File: config.mk
export PLATFORM = sky130hd
export DESIGN_NAME = dcache_hit_select
export DESIGN_NICKNAME = d
export VERILOG_FILES = /design/src/verilog/dcache_pkg.sv /design/src/verilog/dcache_hit_select.sv
export VERILOG_INCLUDE_DIRS = /design/src /design/src/include
export SDC_FILE = /design/constraint.sdc
export NUM_CORES = 1
export LEC_CHECK = 0
export BUFFER_PORTS_ARGS = -buffer_cell sky130_fd_sc_hd__buf_4
export CORE_AREA = 2 2 132 134
export DETAILED_ROUTE_END_ITERATION = 12
export DIE_AREA = 0 0 134 136
export HOLD_SLACK_MARGIN = 0.03
export REMOVE_ABC_BUFFERS = 1
export SYNTH_ARGS = -nofsm -noshare
export SYNTH_HDL_FRONTEND = slang
export SYNTH_SLANG_ARGS = --single-unit
export TNS_END_PERCENT = 10
File: constraint.sdc
create_clock -name clk_i -period 3.1 [get_ports clk_i]
set_input_delay 0.62 -clock clk_i [delete_from_list [all_inputs] [get_ports clk_i]]
set_output_delay 0.62 -clock clk_i [all_outputs]
set_load 0.005 [all_outputs]
File: src/include/dcache_consts.svh
// dcache memory geometry: ways, sets, line layout, widths and read port count
`ifndef DCACHE_CONSTS_SVH
`define DCACHE_CONSTS_SVH

// associativity
`define DCACHE_WAYS 2

// sets per way
`define DCACHE_SETS 16

// words per cacheline, one data bank per word offset
`define DCACHE_WORDS 4

// data word and tag widths
`define DCACHE_WORD_W 32
`define DCACHE_TAG_W 8

// number of read ports into the arbiter
`define DCACHE_PORTS 3

// derived address field widths
`define DCACHE_IDX_W 4
`define DCACHE_WOFF_W 2

// granted port number width
`define DCACHE_PSEL_W 2

`endif

File: src/verilog/dcache_pkg.sv
// dcache memory types: request, write, bank command and lookup structs, arbiter modes
`default_nettype none

`include "dcache_consts.svh"

package dcache_pkg;

  // one read port's address
  typedef struct packed {
    logic [`DCACHE_IDX_W-1:0]  idx;
    logic [`DCACHE_WOFF_W-1:0] woff;
  } rd_req_t;

  // full cacheline refill
  typedef struct packed {
    logic                                    vld;
    logic [`DCACHE_WAYS-1:0]                 we;
    logic [`DCACHE_TAG_W-1:0]                tag;
    logic [`DCACHE_IDX_W-1:0]                idx;
    logic [`DCACHE_WORDS*`DCACHE_WORD_W-1:0] data;
    logic [`DCACHE_WORDS*`DCACHE_WORD_W/8-1:0] be;
    logic [`DCACHE_WAYS-1:0]                 vld_bits;
  } line_wr_t;

  // single word write, no tag access
  typedef struct packed {
    logic [`DCACHE_WAYS-1:0]     way_oh;
    logic [`DCACHE_IDX_W-1:0]    idx;
    logic [`DCACHE_WOFF_W-1:0]   woff;
    logic [`DCACHE_WORD_W-1:0]   data;
    logic [`DCACHE_WORD_W/8-1:0] be;
  } word_wr_t;

  // command to one data bank, all ways side by side
  typedef struct packed {
    logic                                             req;
    logic                                             we;
    logic [`DCACHE_IDX_W-1:0]                         idx;
    logic [`DCACHE_WAYS-1:0][`DCACHE_WORD_W/8-1:0]    be;
    logic [`DCACHE_WAYS-1:0][`DCACHE_WORD_W-1:0]      wdata;
  } bank_cmd_t;

  // handed from arbitration to the compare stage
  typedef struct packed {
    logic                      cmp_en;
    logic [`DCACHE_IDX_W-1:0]  idx;
    logic [`DCACHE_WOFF_W-1:0] woff;
    logic [`DCACHE_PSEL_W-1:0] psel;
  } lookup_t;

  // what the arbiter does in a cycle
  typedef enum logic [1:0] {
    ARB_IDLE,
    ARB_LINE_WRITE,
    ARB_READ,
    ARB_READ_WORD_WRITE
  } arb_mode_e;

endpackage

`default_nettype wire

File: src/verilog/dcache_hit_select.sv
// dcache hit select: lookup stage register, late tag compare and hitting word readout
`default_nettype none

`include "dcache_consts.svh"

module dcache_hit_select (
  input  wire logic                                         clk_i,
  input  wire logic                                         rst_ni,
  input  wire dcache_pkg::lookup_t                          lookup_i,
  input  wire logic [`DCACHE_PORTS-1:0][`DCACHE_TAG_W-1:0]  rd_tag_i,
  input  wire logic [`DCACHE_WAYS-1:0][`DCACHE_TAG_W-1:0]   tag_rdata_i,
  input  wire logic [`DCACHE_WAYS-1:0]                      vld_rdata_i,
  input  wire logic [`DCACHE_WORDS-1:0][`DCACHE_WAYS-1:0][`DCACHE_WORD_W-1:0] bank_rdata_i,
  output logic [`DCACHE_WAYS-1:0]                           rd_hit_oh_o,
  output logic [`DCACHE_WAYS-1:0]                           rd_vld_bits_o,
  output logic [`DCACHE_WORD_W-1:0]                         rd_data_o
);

  dcache_pkg::lookup_t                         lookup_q;
  logic [`DCACHE_TAG_W-1:0]                    cmp_tag;
  logic [`DCACHE_WAYS-1:0][`DCACHE_WORD_W-1:0] way_word;

  // runs alongside the array read, both land in the same cycle
  always_ff @(posedge clk_i or negedge rst_ni) begin : p_lookup
    if (!rst_ni) begin
      lookup_q <= '0;
    end else begin
      lookup_q <= lookup_i;
    end
  end

  // tag of the granted port arrives one cycle after its request
  assign cmp_tag       = rd_tag_i[lookup_q.psel];
  assign rd_vld_bits_o = vld_rdata_i;
  assign way_word      = bank_rdata_i[lookup_q.woff];

  for (genvar j = 0; j < `DCACHE_WAYS; j++) begin : gen_cmp
    assign rd_hit_oh_o[j] = lookup_q.cmp_en & vld_rdata_i[j] & (tag_rdata_i[j] == cmp_tag);
  end

  // way 0 unless some other way hits
  always_comb begin : p_word_mux
    rd_data_o = way_word[0];
    for (int j = 1; j < `DCACHE_WAYS; j++) begin
      if (rd_hit_oh_o[j]) begin
        rd_data_o = way_word[j];
      end
    end
  end

endmodule

`default_nettype wire

==> impl_results.html, run 1 <==
<table>
<tr><th>Metric</th><th>Value</th></tr>
<tr><th colspan="2">Layout</th></tr>
<tr><td>Largest reg by FF count</td><td>lookup_q</td></tr>
<tr><td>Net count of the finished layout</td><td>approximately 830</td></tr>
<tr><td>Leading cell types in the layout, fill and taps excluded</td><td>sky130_fd_sc_hd__buf_4 (357), sky130_fd_sc_hd__mux4_2 (64), sky130_fd_sc_hd__mux2_4 (21)</td></tr>
<tr><td>Area added between synthesis and finish</td><td>128.8%</td></tr>
<tr><td>Share of post-route cells with drive strength above 1</td><td>0.9056</td></tr>
<tr><td>Largest register FFs</td><td>5</td></tr>
<tr><td>Fill count</td><td>roughly 1700</td></tr>
<tr><td>Top flop regs</td><td>lookup_q (5)</td></tr>
<tr><td>Final Util</td><td>0.3328</td></tr>
<tr><td>Most common cell after layout, fill and taps aside</td><td>sky130_fd_sc_hd__buf_4</td></tr>
<tr><td>Number of diodes added for antenna fixing</td><td>0</td></tr>
<tr><th colspan="2">Power</th></tr>
<tr><td>Maximum ir drop on the vdd rail</td><td>between 300 and 400 uV</td></tr>
<tr><td>Clock group share of total power</td><td>0.213</td></tr>
<tr><td>Relative contribution of sequential cells to total power</td><td>0.075</td></tr>
<tr><td>Leakage power</td><td>2.604 nW</td></tr>
<tr><td>Combinational share of power</td><td>0.712</td></tr>
<tr><td>Switching power total</td><td>roughly 0.00026 W</td></tr>
<tr><td>Share of total power consumed by net switching</td><td>0.2557</td></tr>
<tr><td>Cell internal pwr</td><td>about 0.00077 W</td></tr>
<tr><td>Sum of internal, switching and leakage power</td><td>approximately 0.0010 W</td></tr>
<tr><td>P per Cell Area</td><td>approximately 180 nW/um^2</td></tr>
<tr><th colspan="2">Yosys</th></tr>
<tr><td>Library cells used by synthesis</td><td>20</td></tr>
<tr><td>Sequential-to-total area share from yosys stat</td><td>0.05097</td></tr>
<tr><td>Number of register bits inferred by synthesis</td><td>5</td></tr>
<tr><td>Post-synth ARST share</td><td>1.000</td></tr>
<tr><td>Average footprint of a synthesized cell</td><td>14.19 sq um</td></tr>
<tr><td>Number of warnings printed during yosys synthesis</td><td>0</td></tr>
<tr><td>Post-Syn Instances</td><td>approximately 170</td></tr>
<tr><td>Number of flops mapped to enable cells by yosys</td><td>0</td></tr>
<tr><td>Combined area of all synthesized cells</td><td>2455 sq um</td></tr>
<tr><td>Most instantiated flip-flop cell in the synthesis netlist</td><td>sky130_fd_sc_hd__dfrtp_1</td></tr>
<tr><th colspan="2">Timing</th></tr>
<tr><td>Shortest period the worst path allows</td><td>around 3.3 ns</td></tr>
<tr><td>Unrepaired setup endpoints after global routing</td><td>yes</td></tr>
<tr><td>Number of endpoints with negative hold slack in the final report</td><td>0</td></tr>
<tr><td>Worst slew slack as a fraction of its limit</td><td>0.6481</td></tr>
<tr><td>Final Setup Violations</td><td>32</td></tr>
<tr><td>Share of the clock period used by the worst path after layout</td><td>1.060</td></tr>
<tr><td>Transition time of the tightest slew-check pin</td><td>about 0.53 ns</td></tr>
<tr><td>Crit path setup slack, layout</td><td>-0.1852 ns</td></tr>
<tr><td>Fmax achieved</td><td>around 0.30 GHz</td></tr>
<tr><td>Final number of max-transition violations</td><td>0</td></tr>
<tr><th colspan="2">CTS</th></tr>
<tr><td>Total clock buffers created by CTS</td><td>3</td></tr>
<tr><td>Clock slew at the register clock pins of the worst setup and hold paths</td><td>around 0.030 ns</td></tr>
<tr><td>TritonCTS clock tree</td><td>built</td></tr>
<tr><td>Number of buffers between clock root and the deepest sink</td><td>2</td></tr>
<tr><td>H-tree lvl count</td><td>1</td></tr>
<tr><td>Cts hold-fix bufs</td><td>0</td></tr>
<tr><td>TritonCTS sink count</td><td>5</td></tr>
<tr><td>Root Buffer Master</td><td>sky130_fd_sc_hd__clkbuf_16</td></tr>
<tr><th colspan="2">Placed design</th></tr>
<tr><td>Number of buffers added on ports</td><td>340</td></tr>
<tr><td>Gp weighted congestion</td><td>between 0.8 and 0.9</td></tr>
<tr><td>Half-perimeter wire length after detailed placement</td><td>11360 microns</td></tr>
<tr><th colspan="2">Global routing</th></tr>
<tr><td>Remaining Overflow, GRT</td><td>0</td></tr>
<tr><td>Initial antenna violation count</td><td>1</td></tr>
<tr><td>Vias in the first global route</td><td>~3600</td></tr>
<tr><td>Maximum number of pins on one net before global-route repair</td><td>38</td></tr>
<tr><td>First-pass GRT wire length</td><td>approximately 19000 microns</td></tr>
<tr><td>GRT Overall Usage</td><td>0.1327</td></tr>
<tr><th colspan="2">Die</th></tr>
<tr><td>Number of I/O pins</td><td>~350</td></tr>
<tr><td>Initial cell density of the core</td><td>0.1455</td></tr>
<tr><td>Area of the placeable core</td><td>between 15000 and 20000 sq um</td></tr>
<tr><td>Floorplan die height</td><td>around 140 microns</td></tr>
<tr><td>Width of the chip</td><td>between 100 and 150 microns</td></tr>
<tr><td>Number of placement rows</td><td>48</td></tr>
<tr><td>Die ar.</td><td>between 15000 and 20000 sq um</td></tr>
<tr><th colspan="2">Job</th></tr>
<tr><td>Max-cap violation count</td><td>0</td></tr>
<tr><th colspan="2">Drt</th></tr>
<tr><td>Number of vias per cell after detailed routing</td><td>roughly 4.4</td></tr>
<tr><td>Wire length per cell</td><td>approximately 18 microns</td></tr>
<tr><td>Drt total wl</td><td>13320 microns</td></tr>
<tr><td>Number of search-and-repair iterations in the first detailed-routing pass</td><td>4</td></tr>
<tr><td>DRT iter0 DRCs</td><td>between 100 and 150</td></tr>
<tr><td>Antenna Violating Nets Remaining</td><td>0</td></tr>
<tr><td>DRC</td><td>0</td></tr>
<tr><td>Total number of vias</td><td>3244</td></tr>
<tr><th colspan="2">Worst setup path</th></tr>
<tr><td>Type of element capturing the critical path</td><td>primary output</td></tr>
<tr><td>Critical path startpoint category</td><td>flip-flop</td></tr>
<tr><td>Biggest cell delay along the critical path</td><td>0.46 ns</td></tr>
<tr><td>Number of buffer and inverter instances along the worst setup path</td><td>4</td></tr>
<tr><td>Family with the most delay on the worst path</td><td>buffers and inverters</td></tr>
<tr><td>Critical Path RT</td><td>roughly 2.5 ns</td></tr>
<tr><td>Class of the most critical setup path</td><td>reg -&gt; out</td></tr>
<tr><td>Top cell by count, worst path</td><td>sky130_fd_sc_hd__buf_4</td></tr>
<tr><td>Max stage delay cell, worst path</td><td>sky130_fd_sc_hd__dfrtp_2</td></tr>
<tr><td>Arrival time at the worst endpoint</td><td>2.67 ns</td></tr>
<tr><td>Critical Path, Cell by Cell</td><td>bufbuf_16 &gt; nand3b_1 &gt; o21ai_2 &gt; xnor2_1 &gt; nand4_1 &gt; nor4b_4 &gt; buf_4 &gt; buf_12 &gt; mux2_2 &gt; buf_4</td></tr>
<tr><td>Highest net fanout along the worst path</td><td>8</td></tr>
<tr><th colspan="2">Status</th></tr>
<tr><td>Outcome</td><td>finished with violations</td></tr>
<tr><td>Violations in the final reports</td><td>setup timing</td></tr>
<tr><th colspan="2">Min path</th></tr>
<tr><td>Min-delay worst type</td><td>in -&gt; async</td></tr>
</table>
through the flow:
stage | hold slack (ns) | instance area, sq um | TNS, ns | instances | setup WS (ns)
finish | 0.1856 | 5617 | -5.154 | 744 | -0.1852
global route | 0.1911 | 5617 | -9.062 | 744 | -0.3132
CTS | 0.1823 | 5608 | -4.778 | 744 | -0.1750
detailed placement | 0.4277 | 5333 | -3.953 | 734 | -0.1533
global placement | 0.4234 | 5333 | -3.138 | 734 | -0.1290
floorplan | 0.3244 | 2321 | -31.98 | 151 | -1.032
area by class of cell:
type / instances / area [sq um] / area share
flip-flops and latches: 5 / 132.6 / 0.02361
well taps: 225 / 281.5 / 0.05012
clock buffers: 4 / 78.83 / 0.01403
repair buffers: 364 / 2833 / 0.5043
multi-input cells: 146 / 2291 / 0.4079
synthesized netlist by cell type, types with 4 or more instances:
cell type | n | share of area
sky130_fd_sc_hd__xnor2_1 | 16 | 0.057
sky130_fd_sc_hd__o21ai_0 | 7 | 0.014
sky130_fd_sc_hd__clkbuf_1 | 12 | 0.018
sky130_fd_sc_hd__mux2i_1 | 9 | 0.037
sky130_fd_sc_hd__buf_6 | 4 | 0.018
sky130_fd_sc_hd__mux2_2 | 30 | 0.14
sky130_fd_sc_hd__nand3_1 | 4 | 0.0082
sky130_fd_sc_hd__mux4_2 | 64 | 0.59
sky130_fd_sc_hd__dfrtp_1 | 5 | 0.051
sky130_fd_sc_hd__nand3b_1 | 7 | 0.021
per-layer routing:
layer  GRT usage  part of all wire  wire, microns
met5           0           0.00060              8
met1      0.1465              0.36           4746
met4     0.02246             0.011            146
met3     0.03318             0.083           1104
met2      0.2584              0.55           7316
how the worst max path moves through the flow:
stage | start | end | slack, ns | cells after the start
2_1_floorplan | lookup_q[2]$_DFF_PN0_ | rd_data_o[6] | -1.03 | 2
3_3_place_gp | rd_tag_i[6] | rd_data_o[0] | -0.13 | 9
3_5_place_dp | rd_tag_i[14] | rd_data_o[0] | -0.15 | 9
4_1_cts | lookup_q[0]$_DFF_PN0_ | rd_data_o[11] | -0.17 | 10
5_1_grt | lookup_q[0]$_DFF_PN0_ | rd_data_o[2] | -0.31 | 10
6_report | lookup_q[0]$_DFF_PN0_ | rd_data_o[2] | -0.19 | 10
power groups by stage:
stage          Combinational, W  Sequential, W  Clock (W)
2_1_floorplan          0.000251       0.000104          0
3_3_place_gp           0.000690      0.0000762          0
3_5_place_dp           0.000706      0.0000765          0
4_1_cts                0.000737      0.0000769   0.000223
5_1_grt                0.000783      0.0000778   0.000223
6_report               0.000736      0.0000771   0.000220
kinds of logic after synthesis:
kind of cell           Yosys count  share of synthesized area
flip-flops                       5                    0.05097
XOR/XNOR                        16                    0.05708
AO/OA/AOI/OAI                    7                    0.01427
AND/OR/NAND/NOR                 18                    0.05250
multiplexers                   105                     0.7706
buffers and inverters           22                    0.05453
what timing repair did:
item | 4_1_cts | 5_1_grt
cloned | 2 | 0
setup endpoints to repair | 32 | 32
gates resized for setup | 41 | 2
buffers inserted | 4 | 0
pin swaps | 5 | 2
Note: power is estimated with default switching activity, not from simulation.
==> run 2, diff against run 1 <==
--- a/config.mk
+++ b/config.mk
@@ -8,10 +8,13 @@
 export LEC_CHECK = 0
 export BUFFER_PORTS_ARGS = -buffer_cell sky130_fd_sc_hd__buf_4
 export CORE_AREA = 2 2 132 134
+export CTS_CLUSTER_DIAMETER = 40
 export DETAILED_ROUTE_END_ITERATION = 12
 export DIE_AREA = 0 0 134 136
 export HOLD_SLACK_MARGIN = 0.03
+export MAX_ROUTING_LAYER = met4
 export REMOVE_ABC_BUFFERS = 1
+export SETUP_SLACK_MARGIN = 0.05
 export SYNTH_ARGS = -nofsm -noshare
 export SYNTH_HDL_FRONTEND = slang
 export SYNTH_SLANG_ARGS = --single-unit
==> run 2 against run 1 <==
The run still ends with setup timing left. Combinational power grew 0.7%. Critical endpoint is now rd_data_o[25]. Final area about the same. Clock power down 4%. First-iteration DRC count is 36% lower. Fmax grew 0.59%. Core utilization barely moved. Clock-buffer cell count stayed put. Sequential power is 2.7% higher. Total power down 0.16%.
==> impl_results.html, run 2 (same netlist as run 1, synthesis figures left out) <==
<table>
<tr><th>Metric</th><th>Value</th></tr>
<tr><th colspan="2">Status</th></tr>
<tr><td>Outcome</td><td>finished with violations (unchanged)</td></tr>
<tr><td>Violations in the final reports</td><td>setup timing (unchanged)</td></tr>
<tr><th colspan="2">Worst setup path</th></tr>
<tr><td>Critical Path RT</td><td>2.48 ns (about the same)</td></tr>
<tr><td>Top cell by count, worst path</td><td>sky130_fd_sc_hd__buf_4 (unchanged)</td></tr>
<tr><td>Biggest cell delay along the critical path</td><td>0.45 ns (was 0.46 ns)</td></tr>
<tr><td>Highest net fanout along the worst path</td><td>8 (unchanged)</td></tr>
<tr><td>Class of the most critical setup path</td><td>reg -&gt; out (unchanged)</td></tr>
<tr><td>Family with the most delay on the worst path</td><td>buffers and inverters (unchanged)</td></tr>
<tr><td>Critical Path, Cell by Cell</td><td>buf_4 &gt; mux2i_1 &gt; o21ai_0 &gt; buf_4 &gt; xnor2_1 &gt; nand4_1 &gt; nor4b_4 &gt; buf_4 &gt; buf_6 &gt; mux2_2 &gt; buf_4 (was bufbuf_16 &gt; nand3b_1 &gt; o21ai_2 &gt; xnor2_1 &gt; nand4_1 &gt; nor4b_4 &gt; buf_4 &gt; buf_12 &gt; mux2_2 &gt; buf_4)</td></tr>
<tr><td>Arrival time at the worst endpoint</td><td>2.65 ns (was 2.67 ns)</td></tr>
<tr><td>Critical path startpoint category</td><td>flip-flop (unchanged)</td></tr>
<tr><td>Max stage delay cell, worst path</td><td>sky130_fd_sc_hd__dfrtp_2 (unchanged)</td></tr>
<tr><td>Number of buffer and inverter instances along the worst setup path</td><td>5 (was 4)</td></tr>
<tr><td>Type of element capturing the critical path</td><td>primary output (unchanged)</td></tr>
<tr><th colspan="2">Layout</th></tr>
<tr><td>Final Util</td><td>0.3327 (was 0.3328)</td></tr>
<tr><td>Leading cell types in the layout, fill and taps excluded</td><td>sky130_fd_sc_hd__buf_4 (341), sky130_fd_sc_hd__mux4_2 (64), sky130_fd_sc_hd__mux2_2 (17) (was sky130_fd_sc_hd__buf_4 (357), sky130_fd_sc_hd__mux4_2 (64), sky130_fd_sc_hd__mux2_4 (21))</td></tr>
<tr><td>Area added between synthesis and finish</td><td>128.7% (was 128.8%)</td></tr>
<tr><td>Largest reg by FF count</td><td>lookup_q (unchanged)</td></tr>
<tr><td>Net count of the finished layout</td><td>827 (was 829)</td></tr>
<tr><td>Share of post-route cells with drive strength above 1</td><td>0.9168 (was 0.9056)</td></tr>
<tr><td>Most common cell after layout, fill and taps aside</td><td>sky130_fd_sc_hd__buf_4 (unchanged)</td></tr>
<tr><td>Largest register FFs</td><td>5 (unchanged)</td></tr>
<tr><td>Top flop regs</td><td>lookup_q (5) (unchanged)</td></tr>
<tr><th colspan="2">Timing</th></tr>
<tr><td>Number of endpoints with negative hold slack in the final report</td><td>0 (unchanged)</td></tr>
<tr><td>Final number of max-transition violations</td><td>0 (unchanged)</td></tr>
<tr><td>Share of the clock period used by the worst path after layout</td><td>1.054 (was 1.060)</td></tr>
<tr><td>Crit path setup slack, layout</td><td>-0.1660 ns (was -0.1852 ns)</td></tr>
<tr><td>Worst slew slack as a fraction of its limit</td><td>0.6658 (was 0.6481)</td></tr>
<tr><td>Unrepaired setup endpoints after global routing</td><td>yes (unchanged)</td></tr>
<tr><td>Fmax achieved</td><td>0.3062 GHz (was 0.3044 GHz)</td></tr>
<tr><td>Final Setup Violations</td><td>32 (unchanged)</td></tr>
<tr><td>Shortest period the worst path allows</td><td>3.266 ns (was 3.285 ns)</td></tr>
<tr><td>Transition time of the tightest slew-check pin</td><td>0.5013 ns (was 0.5279 ns)</td></tr>
<tr><td>Post-route worst hold slack</td><td>0.1882 ns (was 0.1856 ns)</td></tr>
<tr><th colspan="2">Drt</th></tr>
<tr><td>Total number of vias</td><td>3189 (was 3244)</td></tr>
<tr><td>Antenna Violating Nets Remaining</td><td>0 (unchanged)</td></tr>
<tr><td>DRC</td><td>0 (unchanged)</td></tr>
<tr><td>Number of vias per cell after detailed routing</td><td>4.292 (was 4.360)</td></tr>
<tr><td>Wire length per cell</td><td>17.98 microns (was 17.91 microns)</td></tr>
<tr><td>Drt total wl</td><td>13360 microns (was 13320 microns)</td></tr>
<tr><td>Number of search-and-repair iterations in the first detailed-routing pass</td><td>4 (unchanged)</td></tr>
<tr><td>DRT iter0 DRCs</td><td>95 (was 148)</td></tr>
<tr><th colspan="2">CTS</th></tr>
<tr><td>H-tree lvl count</td><td>1 (unchanged)</td></tr>
<tr><td>Number of buffers between clock root and the deepest sink</td><td>2 (unchanged)</td></tr>
<tr><td>Clock slew at the register clock pins of the worst setup and hold paths</td><td>0.03 ns (about the same)</td></tr>
<tr><td>Root Buffer Master</td><td>sky130_fd_sc_hd__clkbuf_16 (unchanged)</td></tr>
<tr><td>Total clock buffers created by CTS</td><td>3 (unchanged)</td></tr>
<tr><td>Cts hold-fix bufs</td><td>0 (unchanged)</td></tr>
<tr><td>TritonCTS sink count</td><td>5 (unchanged)</td></tr>
<tr><td>TritonCTS clock tree</td><td>built (unchanged)</td></tr>
<tr><th colspan="2">Power</th></tr>
<tr><td>P per Cell Area</td><td>183.8 nW/um^2 (was 184.0 nW/um^2)</td></tr>
<tr><td>Maximum ir drop on the vdd rail</td><td>241.0 uV (was 356.6 uV)</td></tr>
<tr><td>Sum of internal, switching and leakage power</td><td>0.001032 W (was 0.001034 W)</td></tr>
<tr><td>Leakage power</td><td>2.571 nW (was 2.604 nW)</td></tr>
<tr><th colspan="2">Min path</th></tr>
<tr><td>Min-delay worst type</td><td>in -&gt; async (unchanged)</td></tr>
<tr><th colspan="2">Die</th></tr>
<tr><td>Number of placement rows</td><td>48 (unchanged)</td></tr>
<tr><td>Initial cell density of the core</td><td>0.1455 (unchanged)</td></tr>
<tr><td>Number of I/O pins</td><td>345 (unchanged)</td></tr>
<tr><td>Width of the chip</td><td>134 microns (unchanged)</td></tr>
<tr><td>Floorplan die height</td><td>136 microns (unchanged)</td></tr>
<tr><td>Die ar.</td><td>18220 sq um (unchanged)</td></tr>
<tr><td>Area of the placeable core</td><td>16880 sq um (unchanged)</td></tr>
<tr><th colspan="2">Global routing</th></tr>
<tr><td>Remaining Overflow, GRT</td><td>0 (unchanged)</td></tr>
<tr><td>Maximum number of pins on one net before global-route repair</td><td>38 (unchanged)</td></tr>
<tr><td>GRT Overall Usage</td><td>0.1387 (was 0.1327)</td></tr>
<tr><td>Initial antenna violation count</td><td>1 (unchanged)</td></tr>
<tr><td>First-pass GRT wire length</td><td>19330 microns (was 19040 microns)</td></tr>
<tr><td>Vias in the first global route</td><td>3614 (was 3619)</td></tr>
<tr><th colspan="2">Placed design</th></tr>
<tr><td>Half-perimeter wire length after detailed placement</td><td>11490 microns (was 11360 microns)</td></tr>
<tr><td>Number of buffers added on ports</td><td>340 (unchanged)</td></tr>
<tr><td>Dpl ws</td><td>-0.1586 ns (was -0.1533 ns)</td></tr>
<tr><td>Gp weighted congestion</td><td>0.9026 (was 0.8830)</td></tr>
<tr><th colspan="2">Job</th></tr>
<tr><td>Max-cap violation count</td><td>0 (unchanged)</td></tr>
</table>
-- run 2: stage by stage --
step | cell area, sq um | setup TNS (ns) | std cells
final | 5614 | -4.001 | 743
after CTS | 5573 | -4.887 | 741
after global placement | 5325 | -3.115 | 733
after detailed placement | 5325 | -4.220 | 733
after global routing | 5614 | -7.997 | 743
after floorplan | 2321 | -31.98 | 151
-- run 2: worst paths after layout --
check                      cells past startpoint             startpoint                     to
worst min-delay path                           1                 rst_ni  lookup_q[8]$_DFF_PN0_
max in group asynchronous                      1                 rst_ni  lookup_q[2]$_DFF_PN0_
worst max-delay path                          11  lookup_q[0]$_DFF_PN0_          rd_data_o[25]
min in group clk_i                             1            lookup_i[3]  lookup_q[3]$_DFF_PN0_
-- run 2: what timing repair did --
| item | in CTS | in global routing |
|---|---|---|
| setup endpoints to repair | 32 | 32 |
| pin swaps | 2 | 3 |
| resized for setup | 42 | 9 |
| cloned | 1 | 0 |
| endpoints found under the hold margin | 0 | 0 |
| setup buffers | 3 | 1 |
-- run 2: report_power, final --
part	leakage, nW	total [W]	switching [W]	internal, W
clock	0.0382	0.000211	0.0000411	0.000170
combinational	2.48	0.000741	0.000209	0.000532
sequential	0.0544	0.0000792	0.00000932	0.0000698
-- run 2: layer usage --
layer | up-vias | share of wire | GRT usage
met5 | - | 0 | -
li1 | 1447 | - | -
met4 | 0 | 0.015 | 0.02305
met3 | 18 | 0.073 | 0.02908
met1 | 1554 | 0.37 | 0.1549
met2 | 170 | 0.54 | 0.2581
-- run 2: area by class of cell --
| cell class | count | area [sq um] |
|---|---|---|
| timing repair buffer | 362 | 2835 |
| clock buffer | 4 | 78.83 |
| fill | 1729 | 11260 |
| tap | 225 | 281.5 |
| multi-input combinational | 146 | 2283 |
| antenna | 1 | 2.502 |
| sequential | 5 | 132.6 |
